==> config.mk <==
export PLATFORM = sky130hd
export DESIGN_NAME = ddr_rd_sched_top
export DESIGN_NICKNAME = d
export VERILOG_FILES = /design/src/rtl/ddr_rd_pkg.sv /design/src/rtl/rd_cand_if.sv /design/src/rtl/ddr_rd_sched_top.sv /design/src/rtl/pkt_req_latch.sv /design/src/rtl/rd_cmd_issuer.sv /design/src/rtl/rd_phase_ctrl.sv /design/src/rtl/relay_table.sv
export VERILOG_INCLUDE_DIRS = /design/src /design/src/include
export SDC_FILE = /design/constraint.sdc
export NUM_CORES = 1
export LEC_CHECK = 0
export BUFFER_PORTS_ARGS = -buffer_cell sky130_fd_sc_hd__buf_4
export CORE_AREA = 2 2 232 234
export CTS_CLUSTER_DIAMETER = 60
export CTS_CLUSTER_SIZE = 24
export DETAILED_ROUTE_END_ITERATION = 16
export DIE_AREA = 0 0 234 236
export GPL_TIMING_DRIVEN = 0
export SLEW_MARGIN = 5
export SYNTH_ARGS = -nofsm -noshare
export SYNTH_HDL_FRONTEND = slang
export SYNTH_SLANG_ARGS = --single-unit
==> constraint.sdc <==
create_clock -name i_clk -period 3.42 [get_ports i_clk]
set_clock_uncertainty 0.1 [all_clocks]
set_input_delay 0 -clock i_clk [delete_from_list [all_inputs] [get_ports i_clk]]
set_output_delay 0 -clock i_clk [all_outputs]
set_load 0.005 [all_outputs]
==> src/include/ddr_rd_consts.svh <==
`ifndef DDR_RD_CONSTS_SVH
`define DDR_RD_CONSTS_SVH

////////////////////////////////////////////////////////////////////////////
// Read command fields
////////////////////////////////////////////////////////////////////////////

// Byte count of one read, one word
`define DDR_RD_BYTE_W       32

// Destination queue number
`define DDR_RD_QUEUE_W      3

////////////////////////////////////////////////////////////////////////////
// Relay table
////////////////////////////////////////////////////////////////////////////

`define DDR_RD_QUEUE_NUM    8

`endif

==> src/rtl/ddr_rd_pkg.sv <==
`default_nettype none

`include "ddr_rd_consts.svh"

package ddr_rd_pkg;

    typedef logic [`DDR_RD_BYTE_W-1:0]  byte_cnt_t;
    typedef logic [`DDR_RD_QUEUE_W-1:0] queue_id_t;

    // Scheduler round, served in this order
    typedef enum logic [2:0] {
        IDLE,
        UNLOCAL,
        MY_TWO,
        RECV_TWO,
        LOCAL,
        RELAY
    } rd_phase_t;

    // Unlocal, own two-hop and local sources
    typedef struct packed {
        byte_cnt_t bytes;
        queue_id_t queue;
    } direct_req_t;

    // Received two-hop, the forwarding engine picks the queue
    typedef struct packed {
        byte_cnt_t bytes;
    } fwd_req_t;

    // Queue 0 sits in the lowest word
    typedef byte_cnt_t [`DDR_RD_QUEUE_NUM-1:0] relay_cnt_t;

endpackage

`default_nettype wire

==> src/rtl/rd_cand_if.sv <==
`timescale 1ns/100ps
`default_nettype none

interface rd_cand_if;

    import ddr_rd_pkg::*;

    logic      cand_valid;
    logic      cand_flag;
    queue_id_t cand_queue;
    byte_cnt_t cand_bytes;
    // Command accepted and its queue-finish seen
    logic      cmd_done;

    modport ctrl (
        output cand_valid,
        output cand_flag,
        output cand_queue,
        output cand_bytes,
        input  cmd_done
    );

    modport issuer (
        input  cand_valid,
        input  cand_flag,
        input  cand_queue,
        input  cand_bytes,
        output cmd_done
    );

endinterface

`default_nettype wire

==> src/rtl/ddr_rd_sched_top.sv <==
`timescale 1ns/100ps
`default_nettype none

`include "ddr_rd_consts.svh"

module ddr_rd_sched_top (
    input  wire                   i_clk,
    input  wire                   i_rst,
    input  wire                   i_unlocal_valid,
    input  wire ddr_rd_pkg::byte_cnt_t i_unlocal_bytes,
    input  wire ddr_rd_pkg::queue_id_t i_unlocal_queue,
    input  wire                   i_my_two_valid,
    input  wire ddr_rd_pkg::byte_cnt_t i_my_two_bytes,
    input  wire ddr_rd_pkg::queue_id_t i_my_two_queue,
    input  wire                   i_local_valid,
    input  wire ddr_rd_pkg::byte_cnt_t i_local_bytes,
    input  wire ddr_rd_pkg::queue_id_t i_local_queue,
    input  wire                   i_recv_two_valid,
    input  wire ddr_rd_pkg::byte_cnt_t i_recv_two_bytes,
    input  wire                   i_relay_valid,
    input  wire [`DDR_RD_QUEUE_NUM*`DDR_RD_BYTE_W-1:0] i_relay_bytes,
    output logic                  o_rd_flag,
    output ddr_rd_pkg::queue_id_t o_rd_queue,
    output ddr_rd_pkg::byte_cnt_t o_rd_bytes,
    output logic                  o_rd_valid,
    input  wire                   i_rd_ready,
    input  wire                   i_rd_queue_finish,
    input  wire                   i_forward_req,
    output logic                  o_forward_resp,
    input  wire                   i_forward_finish,
    output logic                  o_forward_valid
);

import ddr_rd_pkg::*;

direct_req_t w_unlocal_in, w_my_two_in, w_local_in;
direct_req_t w_unlocal_req, w_my_two_req, w_local_req;
fwd_req_t    w_recv_two_in, w_recv_two_req;
logic        w_unlocal_vld, w_my_two_vld, w_recv_two_vld, w_local_vld;
logic        w_unlocal_clr, w_my_two_clr, w_recv_two_clr, w_local_clr;
relay_cnt_t  w_relay_counts;
rd_phase_t   w_phase;
logic        w_relay_load_en;
logic        w_relay_advance;
logic        w_head_valid;
queue_id_t   w_head_queue;
byte_cnt_t   w_head_bytes;
logic        w_all_done;

rd_cand_if cand_bus ();

assign w_unlocal_in   = '{bytes: i_unlocal_bytes, queue: i_unlocal_queue};
assign w_my_two_in    = '{bytes: i_my_two_bytes, queue: i_my_two_queue};
assign w_local_in     = '{bytes: i_local_bytes, queue: i_local_queue};
assign w_recv_two_in  = '{bytes: i_recv_two_bytes};
assign w_relay_counts = i_relay_bytes;

////////////////////////////////////////////////////////////////////////////
// Source latches
////////////////////////////////////////////////////////////////////////////

pkt_req_latch #(.T(direct_req_t)) unlocal_latch_i (
    .i_clk(i_clk), .i_rst(i_rst), .i_valid(i_unlocal_valid), .i_req(w_unlocal_in),
    .i_clear(w_unlocal_clr), .o_valid(w_unlocal_vld), .o_req(w_unlocal_req)
);

pkt_req_latch #(.T(direct_req_t)) my_two_latch_i (
    .i_clk(i_clk), .i_rst(i_rst), .i_valid(i_my_two_valid), .i_req(w_my_two_in),
    .i_clear(w_my_two_clr), .o_valid(w_my_two_vld), .o_req(w_my_two_req)
);

pkt_req_latch #(.T(fwd_req_t)) recv_two_latch_i (
    .i_clk(i_clk), .i_rst(i_rst), .i_valid(i_recv_two_valid), .i_req(w_recv_two_in),
    .i_clear(w_recv_two_clr), .o_valid(w_recv_two_vld), .o_req(w_recv_two_req)
);

pkt_req_latch #(.T(direct_req_t)) local_latch_i (
    .i_clk(i_clk), .i_rst(i_rst), .i_valid(i_local_valid), .i_req(w_local_in),
    .i_clear(w_local_clr), .o_valid(w_local_vld), .o_req(w_local_req)
);

// Table empties while idle, loads only mid-round
relay_table relay_table_i (
    .i_clk        (i_clk),
    .i_rst        (i_rst),
    .i_load       (i_relay_valid && w_relay_load_en),
    .i_counts     (w_relay_counts),
    .i_flush      (w_phase == IDLE),
    .i_advance    (w_relay_advance),
    .o_head_valid (w_head_valid),
    .o_head_queue (w_head_queue),
    .o_head_bytes (w_head_bytes),
    .o_all_done   (w_all_done)
);

rd_phase_ctrl phase_ctrl_i (
    .i_clk            (i_clk),
    .i_rst            (i_rst),
    .i_unlocal_start  (i_unlocal_valid),
    .i_unlocal_valid  (w_unlocal_vld),
    .i_unlocal_req    (w_unlocal_req),
    .i_my_two_valid   (w_my_two_vld),
    .i_my_two_req     (w_my_two_req),
    .i_recv_two_valid (w_recv_two_vld),
    .i_recv_two_req   (w_recv_two_req),
    .i_local_valid    (w_local_vld),
    .i_local_req      (w_local_req),
    .i_head_valid     (w_head_valid),
    .i_head_queue     (w_head_queue),
    .i_head_bytes     (w_head_bytes),
    .i_all_done       (w_all_done),
    .i_forward_req    (i_forward_req),
    .i_forward_finish (i_forward_finish),
    .o_phase          (w_phase),
    .o_unlocal_clear  (w_unlocal_clr),
    .o_my_two_clear   (w_my_two_clr),
    .o_recv_two_clear (w_recv_two_clr),
    .o_local_clear    (w_local_clr),
    .o_relay_load_en  (w_relay_load_en),
    .o_relay_advance  (w_relay_advance),
    .o_forward_resp   (o_forward_resp),
    .o_forward_valid  (o_forward_valid),
    .cand             (cand_bus)
);

rd_cmd_issuer cmd_issuer_i (
    .i_clk             (i_clk),
    .i_rst             (i_rst),
    .cand              (cand_bus),
    .i_rd_ready        (i_rd_ready),
    .i_rd_queue_finish (i_rd_queue_finish),
    .o_rd_flag         (o_rd_flag),
    .o_rd_queue        (o_rd_queue),
    .o_rd_bytes        (o_rd_bytes),
    .o_rd_valid        (o_rd_valid)
);

endmodule

`default_nettype wire

==> src/rtl/pkt_req_latch.sv <==
`timescale 1ns/100ps
`default_nettype none

module pkt_req_latch #(
    parameter type T = logic
) (
    input  wire   i_clk,
    input  wire   i_rst,
    input  wire   i_valid,
    input  wire T i_req,
    input  wire   i_clear,
    output logic  o_valid,
    output T      o_req
);

// A new request wins over a clear in the same cycle
always_ff @(posedge i_clk or posedge i_rst) begin
    if (i_rst) begin
        o_valid <= 1'b0;
    end else if (i_valid) begin
        o_valid <= 1'b1;
    end else if (i_clear) begin
        o_valid <= 1'b0;
    end
end

always_ff @(posedge i_clk) begin
    if (i_valid) begin
        o_req <= i_req;
    end
end

endmodule

`default_nettype wire

==> src/rtl/rd_cmd_issuer.sv <==
`timescale 1ns/100ps
`default_nettype none

module rd_cmd_issuer (
    input  wire                   i_clk,
    input  wire                   i_rst,
    rd_cand_if.issuer             cand,
    input  wire                   i_rd_ready,
    input  wire                   i_rd_queue_finish,
    output logic                  o_rd_flag,
    output ddr_rd_pkg::queue_id_t o_rd_queue,
    output ddr_rd_pkg::byte_cnt_t o_rd_bytes,
    output logic                  o_rd_valid
);

// Held from handshake until queue-finish
logic r_lock;
logic w_issue;

assign w_issue = cand.cand_valid && !o_rd_valid && !r_lock;

always_ff @(posedge i_clk or posedge i_rst) begin
    if (i_rst) begin
        o_rd_valid <= 1'b0;
        r_lock     <= 1'b0;
    end else if (o_rd_valid) begin
        if (i_rd_ready) begin
            o_rd_valid <= 1'b0;
            r_lock     <= 1'b1;
        end
    end else if (r_lock) begin
        if (i_rd_queue_finish) begin
            r_lock <= 1'b0;
        end
    end else if (w_issue) begin
        o_rd_valid <= 1'b1;
    end
end

// Command fields stay put while valid is high
always_ff @(posedge i_clk) begin
    if (w_issue) begin
        o_rd_flag  <= cand.cand_flag;
        o_rd_queue <= cand.cand_queue;
        o_rd_bytes <= cand.cand_bytes;
    end
end

assign cand.cmd_done = r_lock && i_rd_queue_finish;

endmodule

`default_nettype wire

==> src/rtl/rd_phase_ctrl.sv <==
`timescale 1ns/100ps
`default_nettype none

module rd_phase_ctrl (
    input  wire                     i_clk,
    input  wire                     i_rst,
    input  wire                     i_unlocal_start,
    input  wire                     i_unlocal_valid,
    input  wire ddr_rd_pkg::direct_req_t i_unlocal_req,
    input  wire                     i_my_two_valid,
    input  wire ddr_rd_pkg::direct_req_t i_my_two_req,
    input  wire                     i_recv_two_valid,
    input  wire ddr_rd_pkg::fwd_req_t    i_recv_two_req,
    input  wire                     i_local_valid,
    input  wire ddr_rd_pkg::direct_req_t i_local_req,
    input  wire                     i_head_valid,
    input  wire ddr_rd_pkg::queue_id_t   i_head_queue,
    input  wire ddr_rd_pkg::byte_cnt_t   i_head_bytes,
    input  wire                     i_all_done,
    input  wire                     i_forward_req,
    input  wire                     i_forward_finish,
    output ddr_rd_pkg::rd_phase_t   o_phase,
    output logic                    o_unlocal_clear,
    output logic                    o_my_two_clear,
    output logic                    o_recv_two_clear,
    output logic                    o_local_clear,
    output logic                    o_relay_load_en,
    output logic                    o_relay_advance,
    output logic                    o_forward_resp,
    output logic                    o_forward_valid,
    rd_cand_if.ctrl                 cand
);

import ddr_rd_pkg::*;

rd_phase_t r_phase;
rd_phase_t w_nxt_phase;
logic      w_unlocal_skip;
logic      w_my_two_skip;
logic      w_recv_two_skip;
logic      w_local_skip;
logic      w_round_end;

assign w_unlocal_skip  = i_unlocal_valid && (i_unlocal_req.bytes == '0);
assign w_my_two_skip   = i_my_two_valid && (i_my_two_req.bytes == '0);
assign w_recv_two_skip = i_recv_two_valid && (i_recv_two_req.bytes == '0);
assign w_local_skip    = i_local_valid && (i_local_req.bytes == '0);

always_ff @(posedge i_clk or posedge i_rst) begin
    if (i_rst) begin
        r_phase <= IDLE;
    end else begin
        r_phase <= w_nxt_phase;
    end
end

always_comb begin
    w_nxt_phase = r_phase;
    case (r_phase)
        IDLE:     if (i_unlocal_start) w_nxt_phase = UNLOCAL;
        UNLOCAL:  if (w_unlocal_skip || cand.cmd_done) w_nxt_phase = MY_TWO;
        MY_TWO:   if (w_my_two_skip || (i_my_two_valid && cand.cmd_done)) w_nxt_phase = RECV_TWO;
        RECV_TWO: begin
            if (w_recv_two_skip || (i_recv_two_valid && i_forward_finish)) begin
                w_nxt_phase = LOCAL;
            end
        end
        LOCAL:    if (w_local_skip || (i_local_valid && cand.cmd_done)) w_nxt_phase = RELAY;
        RELAY:    if (i_all_done) w_nxt_phase = IDLE;
        default:  w_nxt_phase = IDLE;
    endcase
end

////////////////////////////////////////////////////////////////////////////
// Candidate routing, flag set for unlocal only
////////////////////////////////////////////////////////////////////////////

always_comb begin
    cand.cand_valid = 1'b0;
    cand.cand_flag  = 1'b0;
    cand.cand_queue = '0;
    cand.cand_bytes = '0;
    case (r_phase)
        UNLOCAL: begin
            cand.cand_valid = i_unlocal_valid && !w_unlocal_skip;
            cand.cand_flag  = 1'b1;
            cand.cand_queue = i_unlocal_req.queue;
            cand.cand_bytes = i_unlocal_req.bytes;
        end
        MY_TWO: begin
            cand.cand_valid = i_my_two_valid && !w_my_two_skip;
            cand.cand_queue = i_my_two_req.queue;
            cand.cand_bytes = i_my_two_req.bytes;
        end
        LOCAL: begin
            cand.cand_valid = i_local_valid && !w_local_skip;
            cand.cand_queue = i_local_req.queue;
            cand.cand_bytes = i_local_req.bytes;
        end
        RELAY: begin
            cand.cand_valid = i_head_valid;
            cand.cand_queue = i_head_queue;
            cand.cand_bytes = i_head_bytes;
        end
        default: ;
    endcase
end

// Forward engine handshake
always_ff @(posedge i_clk or posedge i_rst) begin
    if (i_rst) begin
        o_forward_resp <= 1'b0;
    end else if (o_forward_resp && i_forward_req) begin
        o_forward_resp <= 1'b0;
    end else if ((r_phase == RECV_TWO) && i_forward_req) begin
        o_forward_resp <= 1'b1;
    end
end

assign w_round_end      = (r_phase == RELAY) && (w_nxt_phase == IDLE);
assign o_phase          = r_phase;
assign o_unlocal_clear  = (r_phase == UNLOCAL) && (w_nxt_phase == MY_TWO);
assign o_my_two_clear   = w_round_end;
assign o_recv_two_clear = w_round_end;
assign o_local_clear    = w_round_end;
assign o_relay_load_en  = (r_phase != IDLE) && (r_phase != RELAY);
assign o_relay_advance  = (r_phase == RELAY) && cand.cmd_done;
assign o_forward_valid  = (r_phase == RECV_TWO);

endmodule

`default_nettype wire

==> src/rtl/relay_table.sv <==
`timescale 1ns/100ps
`default_nettype none

`include "ddr_rd_consts.svh"

module relay_table (
    input  wire                   i_clk,
    input  wire                   i_rst,
    input  wire                   i_load,
    input  wire ddr_rd_pkg::relay_cnt_t i_counts,
    input  wire                   i_flush,
    input  wire                   i_advance,
    output logic                  o_head_valid,
    output ddr_rd_pkg::queue_id_t o_head_queue,
    output ddr_rd_pkg::byte_cnt_t o_head_bytes,
    output logic                  o_all_done
);

import ddr_rd_pkg::*;

relay_cnt_t                    r_counts;
logic [`DDR_RD_QUEUE_NUM-1:0]  r_pending;
queue_id_t                     w_head_idx;

always_ff @(posedge i_clk) begin
    if (i_flush) begin
        r_counts <= '0;
    end else if (i_load) begin
        r_counts <= i_counts;
    end
end

// Empty queues never become pending
always_ff @(posedge i_clk or posedge i_rst) begin
    if (i_rst) begin
        r_pending <= '0;
    end else if (i_flush) begin
        r_pending <= '0;
    end else if (i_load) begin
        for (int i = 0; i < `DDR_RD_QUEUE_NUM; i++) begin
            r_pending[i] <= (i_counts[i] != '0);
        end
    end else if (i_advance) begin
        r_pending[w_head_idx] <= 1'b0;
    end
end

////////////////////////////////////////////////////////////////////////////
// Lowest pending index is the head
////////////////////////////////////////////////////////////////////////////

always_comb begin
    w_head_idx = '0;
    for (int i = `DDR_RD_QUEUE_NUM - 1; i >= 0; i--) begin
        if (r_pending[i]) begin
            w_head_idx = queue_id_t'(i);
        end
    end
end

assign o_head_valid = |r_pending;
assign o_head_queue = w_head_idx;
assign o_head_bytes = r_counts[w_head_idx];
assign o_all_done   = ~|r_pending;

endmodule

`default_nettype wire

=== After elaboration in Yosys (flattened, before gate mapping) ===
Index checks and enable logic that the tools add are counted.

* $lt $le $gt $ge: 2
* Reductions and logical operators: 52
* Equality and inequality tests: 8
* Multiplexer cells: 42
* Bitwise gates (word level): 2

{| class="wikitable"
|+ Operators with widths
! operator !! number
|-
| nonzero test 32 bit || 8
|-
| zero test 32 bit || 4
|-
| case mux 32 bit (4 select lines) || 1
|-
| binary-select mux 32 bit (select 3 bit) || 1
|-
| two-way mux 3 bit || 14
|-
| two-way mux 32 bit || 1
|-
| two-way mux 8 bit || 3
|-
| logical AND 1 bit || 21
|-
| two-way mux 1 bit || 18
|-
| case mux 3 bit (6 select lines) || 1
|-
| case mux 3 bit (4 select lines) || 1
|-
| nonzero test 2 bit || 5
|-
| equality test 3 x 2 -> 1 bit (second input constant) || 3
|-
| bitwise AND 8 bit || 1
|-
| inverter 8 bit || 1
|-
| OR reduction 8 bit || 1
|-
| equality test 3 bit (second input constant) || 2
|-
| zero test 3 bit || 2
|-
| nonzero test 3 bit || 2
|-
| zero test 1 bit || 5
|-
| logical OR 1 bit || 4
|-
| < comparator 3 x 4 -> 1 bit (second input constant) || 1
|-
| case mux 1 bit (4 select lines) || 1
|-
| demux 1 bit (select 3 bit) || 1
|-
| 4 further kinds || 4
|}

* Bits of input ports: 404
* Output and inout bits: 39
* Register bits: 447
* Word-level logic and storage cells: 133

=== Longest topological paths before layout ===
Gate-level depths: netlist (run 1).

* Depth after elaboration: 17
* Depth in mapped cells: 9

=== Cells and area by module ===
Synthesis (run 1) repeated with hierarchy kept, for this count alone.

* Cells, all modules: 1683
* Area total of the unflattened synthesis: 19162.1 um2

{| class="wikitable"
|+ Modules (own cells, without submodules)
! module !! cells each !! times used !! area each (um2)
|-
| relay_table || 1278 || 1 || 12326.8
|-
| pkt_req_latch at local_latch_i ... || 39 || 3 || 1091.0
|-
| rd_phase_ctrl || 205 || 1 || 1368.8
|-
| rd_cmd_issuer || 45 || 1 || 1176.1
|-
| pkt_req_latch at recv_two_latch_i || 36 || 1 || 1001.0
|-
| ddr_rd_sched_top || 2 || 1 || 16.3
|}

=== Least setup slack after synthesis (run 1) ===
Ideal clock, no wire load.

* Path kind: reg2reg
* Start: register phase_ctrl_i.r_phase[0], in the netlist phase_ctrl_i.o_phase[0]
* End: register cmd_issuer_i.o_rd_bytes[0], enable pin
* Path slack: -0.262 ns
* Data arrival time: 3.129 ns
* Stages on the path, launching flop included: 7
* Data required time: 2.868 ns
* Path through: dfrtp_1 > buf_2 > inv_1 > nor3_1 > nand2_1 > o22a_1 > a31oi_1

* Cells in the longest elaborated chain, start to end: 4
* Elaborated cells between the ends (all ways): 7
* Classes of those cells: eq/ne: 4; mux: 1; reduce/logical: 2

{| class="wikitable"
|+ RTL lines
! element !! RTL line !! source
|-
| from (decl) || rd_phase_ctrl.sv:36 || <nowiki>rd_phase_t r_phase;</nowiki>
|-
| from (signal assigned) || rd_phase_ctrl.sv:53 || <nowiki>r_phase <= w_nxt_phase;</nowiki>
|-
| equality test 3 bit (tied with other cells) || rd_phase_ctrl.sv:83 || <nowiki>case (r_phase)</nowiki>
|-
| case mux 1 bit (4 select lines) (*) || rd_phase_ctrl.sv:83 ||
|-
| logical AND 1 bit (*) (2 in series) || rd_cmd_issuer.sv:20 || <nowiki>assign w_issue = cand.cand_valid && !o_rd_valid && !r_lock;</nowiki>
|-
| named net cmd_issuer_i.w_issue || rd_cmd_issuer.sv:18 || <nowiki>logic w_issue;</nowiki>
|-
| to (signal assigned) || rd_cmd_issuer.sv:45 || <nowiki>o_rd_bytes <= cand.cand_bytes;</nowiki>
|-
| to (decl) || rd_cmd_issuer.sv:12 || <nowiki>output ddr_rd_pkg::byte_cnt_t o_rd_bytes,</nowiki>
|}

Mark *: on every way through the listed nets, which the timed path passes. The rest lies on a longest branch.
A chain may end at the register's enable or synchronous reset.

=== Final worst setup path (run 1) ===
* Start: register relay_table_i.r_pending[0]
* End: register cmd_issuer_i.o_rd_bytes[18], data pin

* Cells in the longest elaborated chain, start to end: 4

{| class="wikitable"
|+ RTL lines
! element !! RTL line !! source
|-
| from (decl) || relay_table.sv:22 || <nowiki>logic [`DDR_RD_QUEUE_NUM-1:0] r_pending;</nowiki>
|-
| from (signal, indexed assignment) || relay_table.sv:41 || <nowiki>r_pending[i] <= (i_counts[i] != '0);</nowiki>
|-
| two-way mux 3 bit || relay_table.sv:55 || <nowiki>if (r_pending[i]) begin</nowiki>
|-
| binary-select mux 32 bit (select 3 bit) || relay_table.sv:63 || <nowiki>assign o_head_bytes = r_counts[w_head_idx];</nowiki>
|-
| two-way mux 32 bit (not written as such) || relay_table.sv:63 ||
|-
| case mux 32 bit (4 select lines) || rd_phase_ctrl.sv:83 ||
|-
| named net cand_bus.cand_bytes[18] || rd_cand_if.sv:11 || <nowiki>byte_cnt_t cand_bytes;</nowiki>
|}

The timed path passes the listed nets, and every way through them passes these cells. The select of a mux whose other input is x is not followed.

==> results_dict.tcl, run 1 <==
set metrics [dict create \
    antenna_found_initial 8 \
    rsz0062_at_grt "false" \
    final_core_util_pct 52.9 \
    cts_max_path_buffers 3 \
    die-height_um 236 \
    synth_nets 2395 \
    grt_use_met1_pct 37.8 \
    cp_max_fo 10 \
    power.total_mw 21.8 \
    grt.total_usage_pct 29.5 \
    yosysSeqAreaShare_pct 58.7 \
    drc_errors 0 \
    postCtsSetupBuffers 0 \
    synth_cells 1991 \
    grt_pass1_vias 19146 \
    die_area_um2 55200 \
    dp_hpwl_um 62800 \
    htree_levels 2 \
    synth-seq-cells 447 \
    final.setup.tns_ns 0 \
    insertion_delay_ns 0.58 \
    grt_pass1_wl_um 120000 \
    holdWs_ns 0.0306 \
    portBuffers 442 \
    grt-ovfl-total 0 \
    startpoint_type "flip-flop" \
    path_clk_slew_ns 0.09 \
    gp_congestion 0.972 \
    drv_cap 0 \
    cts_tree "done" \
    p_leak_nw 11.0 \
    drtAntennaViolNets 0 \
    start_util_pct 34.6 \
    wirelength_um 83700 \
    ir_drop_mv 0.429 \
    ys_types 44 \
    vias_per_cell 5.37 \
    hold_viol 0 \
    synth_flop_cell "dfxtp_1" \
    postCtsHoldBufs 408 \
    cts-root-buf "clkbuf_16" \
    fp.coreArea_um2 53100 \
    use_met2_pct 49.5 \
    cts_resized 0 \
    yosysWarnings 0 \
    die_x_um 234 \
    drt_pre_antenna_iters 5 \
    setup_viol 0 \
    crit_type "flip-flop to flip-flop" \
    endpoint_kind "flip-flop" \
    cts_made_buffers 40 \
    synth_area_per_cell_um2 9.22 \
    hold_path_class "input pin to flip-flop" \
    rows 85 \
    grt_max_degree 38 \
    drv_slew 0 \
    synthArstFlopShare_pct 4.03 \
    area_growth_pct 53.1 \
    avgRoutedWirePerCell_um 23.2 \
    final_nets 3288 \
    drive_gt1_share_pct 19.7 \
    netlist_area_um2 18300 \
    arrival_ns 3.48 \
    period_share_pct 94.9 \
    num_vias 19407 \
    cp.required_ns 3.65 \
    layout_commonest_cell "nand2_1" \
    synth-edff-count 173 \
    period_minus_slack_ns 3.25 \
    max_freq_mhz 308 \
    ios 443 \
    dr.first_iter.drc_count 2104 \
    worstMarginPinSlew_ns 1.08 \
    grt.busiest_layer "met2" \
    layout_setup_ws_ns 0.174 \
    use_met3_pct 4.93 \
    cts_sinks 447 \
    final_cell_mix "nand2_1, buf_4, dlygate4sd3_1, a21oi_1, dfxtp_1" \
    power_density_nw_per_um2 777 \
    status "finished, final reports clean" \
    slew_headroom_pct 27.3 \
    dpl_worst_slack_ns 0.239 \
]
## cells in the mapped netlist (all sizes together), types with 7 or more instances
cell | n | share of area (%)
o221ai | 33 | 1.6
a31oi | 65 | 2.2
a211oi | 32 | 1.3
dfrtp | 18 | 2.5
a21oi | 269 | 7.3
dfxtp | 256 | 28
nor3 | 13 | 0.35
nor2 | 47 | 0.96
edfxtp | 173 | 28
nor4 | 99 | 3.4
o21ai | 12 | 0.33
clkbuf | 77 | 1.6
inv | 7 | 0.14
buf | 70 | 1.9
nand2 | 658 | 13
a221o | 32 | 1.7
nor2b | 34 | 1.2
a22oi | 35 | 1.4
nand4 | 26 | 0.89
## worst max-delay path, cell delays in order (launching register included)
cell and delay, ns:
dfrtp_1 0.37, buf_4 0.16, nor2_1 0.42, o21ai_0 0.33
clkbuf_1 0.33, a211oi_1 0.66, a31oi_1 0.26, a221o_1 0.36
## cells by family (layout without fill, tap and decap cells)
family	count (synthesis)	after routing	share of synthesized area, %
buffers and inverters	154	1079	3.61
other	0	3	0
flip-flops	447	447	58.7
AND/OR/NAND/NOR	887	887	20.6
multiplexers	2	2	0.109
AO/OA/AOI/OAI	501	501	17.0
## sequential cells by signal, summed over array words and instances, names as in the netlist, 3 cells and up
register                 count
recv_two_latch_i.o_req      32
cmd_issuer_i.o_rd_bytes     32
phase_ctrl_i.o_phase         3
my_two_latch_i.o_req        35
relay_table_i.r_pending      8
relay_table_i.r_counts     256
local_latch_i.o_req         35
unlocal_latch_i.o_req       35
cmd_issuer_i.o_rd_queue      3
## layer usage
metal	vias to the layer above	routed length [um]
li1	8943	-
met4	10	3250
met3	173	6650
met5	-	69
met2	993	40200
met1	9288	33500
## final cells by class
| class | count | area (um2) |
|---|---|---|
| buffer | 147 | 636 |
| multi-input combinational | 1390 | 6930 |
| timing repair buffer | 851 | 7420 |
| tap | 696 | 871 |
| sequential | 447 | 10800 |
| inverter | 7 | 26.3 |
| antenna | 3 | 7.51 |
| clock inverter | 28 | 334 |
| fill | 4654 | 25000 |
| clock buffer | 46 | 1100 |
## stage by stage
stage	std cells	cell area [um2]
finish	3615	28100
global route	3615	28100
CTS	3612	28100
detailed placement	3130	22600
global placement	3129	22500
floorplan	1991	18400
## where the power goes
part / switching, mW / internal, mW / leakage, nW
clock network: 2.38 / 2.60 / 0.702
registers: 1.01 / 7.46 / 4.02
logic: 5.57 / 2.81 / 6.25
total: 8.97 / 12.9 / 11.0
## final timing paths
check / startpoint / endpoint / slack [ns] / depth (start not counted)
hold reg to reg: relay_table_i.r_counts[0] / relay_table_i.r_counts[0] / 0.36 / 2
setup reg to reg: relay_table_i.r_pending[0] / cmd_issuer_i.o_rd_bytes[18] / 0.17 / 7
setup / recovery: relay_table_i.r_pending[0] / cmd_issuer_i.o_rd_bytes[18] / 0.17 / 7
hold / removal: i_recv_two_bytes[2] / recv_two_latch_i.o_req[2] / 0.03 / 2
max in group asynchronous: i_rst / relay_table_i.r_pending[3] / 2.61 / 3
min in group asynchronous: i_rst / phase_ctrl_i.o_forward_resp / 0.05 / 3
Note: power is estimated with default switching activity, not from simulation.
==> run 2, diff against run 1 <==
Settings changed: GPL_TIMING_DRIVEN 0 to unset.
==> run 2 against run 1 <==
Net effect: via count decreased by 2.0%; count of clock-buffer cells in the layout shrank 3; routed wire length down 3.1%; setup slack worse by 0.016 ns; critical endpoint is now cmd_issuer_i.o_rd_bytes[10]; largest power group unchanged; highest routed layer unchanged.
==> results_dict.tcl, run 2 (synthesis gave the netlist of run 1 again) <==
set metrics [dict create \
    num_vias 19010 \
    register_area_um2 10800 \
    htree_levels 2 \
    clock_power_share_pct 22.6 \
    cp.required_ns 3.65 \
    portBuffers 442 \
    dr.first_iter.drc_count 2044 \
    internal_power_mw 12.8 \
    hold_path_class "input pin to flip-flop" \
    status "finished, final reports clean" \
    grt_max_degree 266 \
    avgRoutedWirePerCell_um 23.2 \
    cp_max_fo 15 \
    start_util_pct 34.6 \
    cts_made_buffers 38 \
    final_cell_mix "nand2_1, buf_4, dlygate4sd3_1, a21oi_1, dfxtp_1" \
    wirelength_um 81100 \
    ios 443 \
    drt_pre_antenna_iters 6 \
    final_nets 3177 \
    vias_per_cell 5.43 \
    hold_viol 0 \
    worstMarginPinSlew_ns 1.47 \
    crit_type "flip-flop to flip-flop" \
    sw_frac_of_total_pct 40.1 \
    multi_input_area_um2 7000 \
    period_minus_slack_ns 3.26 \
    postCtsSetupBuffers 0 \
    drv_cap 0 \
    slew_headroom_pct 1.97 \
    switchingPower_mw 8.57 \
    antenna_found_initial 5 \
    drtAntennaViolNets 0 \
    die-height_um 236 \
    max_freq_mhz 306 \
    cts_sinks 447 \
    grt_pass1_vias 18793 \
    p_leak_nw 10.8 \
    min-delay-start "i_my_two_bytes[22]" \
    period_share_pct 95.4 \
    gp_congestion 0.918 \
    cts-root-buf "clkbuf_16" \
    die_x_um 234 \
    startpoint_type "flip-flop" \
    power_density_nw_per_um2 767 \
    hold_end "my_two_latch_i.o_req[25]" \
    drc_errors 0 \
    ff2ff_setup_slack_ns 0.16 \
    top_register "relay_table_i.r_counts" \
    grt_pass1_wl_um 118000 \
    holdWs_ns 0.0264 \
    final.setup.tns_ns 0 \
    layout_commonest_cell "nand2_1" \
    grt.total_usage_pct 28.7 \
    fp.coreArea_um2 53100 \
    r2r-start "relay_table_i.r_pending[0]" \
    rr_worst_depth 6 \
    area_growth_pct 51.8 \
    min_path_cells 2 \
    insertion_delay_ns 0.59 \
    seq_power_share_pct 41.2 \
    drive_gt1_share_pct 20.0 \
    combPwrFrac_pct 36.2 \
    rsz0062_at_grt "false" \
    drv_slew 0 \
    final_core_util_pct 52.5 \
    setup_viol 0 \
    dp_hpwl_um 57600 \
    arrival_ns 3.50 \
    grt-ovfl-total 0 \
    cts_tree "done" \
    die_area_um2 55200 \
    fillers 4703 \
    ir_drop_mv 1.06 \
    endpoint_kind "flip-flop" \
    rr_endpoint "cmd_issuer_i.o_rd_bytes[10]" \
    rows 85 \
    path_clk_slew_ns 0.09 \
    cts_max_path_buffers 3 \
    largest_reg_flops 256 \
]
run 2: changes by cell type in the layout (fill, tap and decap cells not counted), moves of 5 or more:
cell           before  now
clkbuf_1           78    2
buf_12              1    6
nor2_1             47   42
nor2_2              0    5
buf_1              17    0
buf_2              49    0
dlygate4sd3_1     408  414
clkinv_8            1    6
buf_4             444  469
inv_12              7    0
run 2: layout make-up:
cell class / count / share of cell area (%)
diodes: 3 / 0.0270
repair buffers: 889 / 28.0
multi-input cells: 1390 / 25.1
inverters: 7 / 0.0943
flip-flops and latches: 447 / 38.7
clock buffers: 43 / 3.67
well taps: 696 / 3.13
clock inverters: 26 / 1.31
run 2: metrics by stage:
| stage | area (um2) | setup WS, ns | cells | total power, mW |
|---|---|---|---|---|
| global route | 27800 | 0.139 | 3501 | 22.4 |
| global placement | 22300 | 0.250 | 3015 | 15.9 |
| detailed placement | 22300 | 0.285 | 3015 | 16.0 |
| CTS | 27800 | 0.287 | 3498 | 21.3 |
| floorplan | 18400 | 0.529 | 1991 | 12.5 |
| finish | 27800 | 0.157 | 3501 | 21.4 |
run 2: worst max path at each step:
stage	start	to
floorplan	phase_ctrl_i.o_phase[0]	cmd_issuer_i.o_rd_bytes[0]
global placement	relay_table_i.r_pending[0]	cmd_issuer_i.o_rd_bytes[20]
detailed placement	relay_table_i.r_pending[0]	cmd_issuer_i.o_rd_bytes[15]
CTS	relay_table_i.r_pending[0]	cmd_issuer_i.o_rd_bytes[15]
global route	relay_table_i.r_pending[0]	cmd_issuer_i.o_rd_bytes[20]
finish	relay_table_i.r_pending[0]	cmd_issuer_i.o_rd_bytes[10]
run 2: repair_timing:
action,in CTS,in global routing
endpoints found under the setup margin,0,0
hold endpoints to repair,566,0
gates resized for setup,0,0
hold buffers,414,0
run 2: power groups by stage:
stage | clock (mW) | combinational (mW) | sequential (mW)
global placement | 0 | 7.04 | 8.86
floorplan | 0 | 4.30 | 8.21
global route | 5.12 | 8.32 | 8.92
CTS | 4.91 | 7.61 | 8.74
detailed placement | 0 | 7.17 | 8.82
finish | 4.84 | 7.73 | 8.79
run 2: critical path, cell delays in order, from the launching register on:
cell and delay (ns):
dfrtp_1 0.48, nor2_1 0.43, o21ai_2 0.35, buf_4 0.27, a211oi_1 0.71, a31oi_1 0.32, a221o_1 0.36
run 2: metal layers:
metal,track usage (%),vias to the layer above,part of all wire (%)
met5,0,-,0.032
met4,11.4,4,4.0
met3,5.88,182,8.1
met2,46.5,969,47
met1,37.4,9148,41
li1,-,8707,-
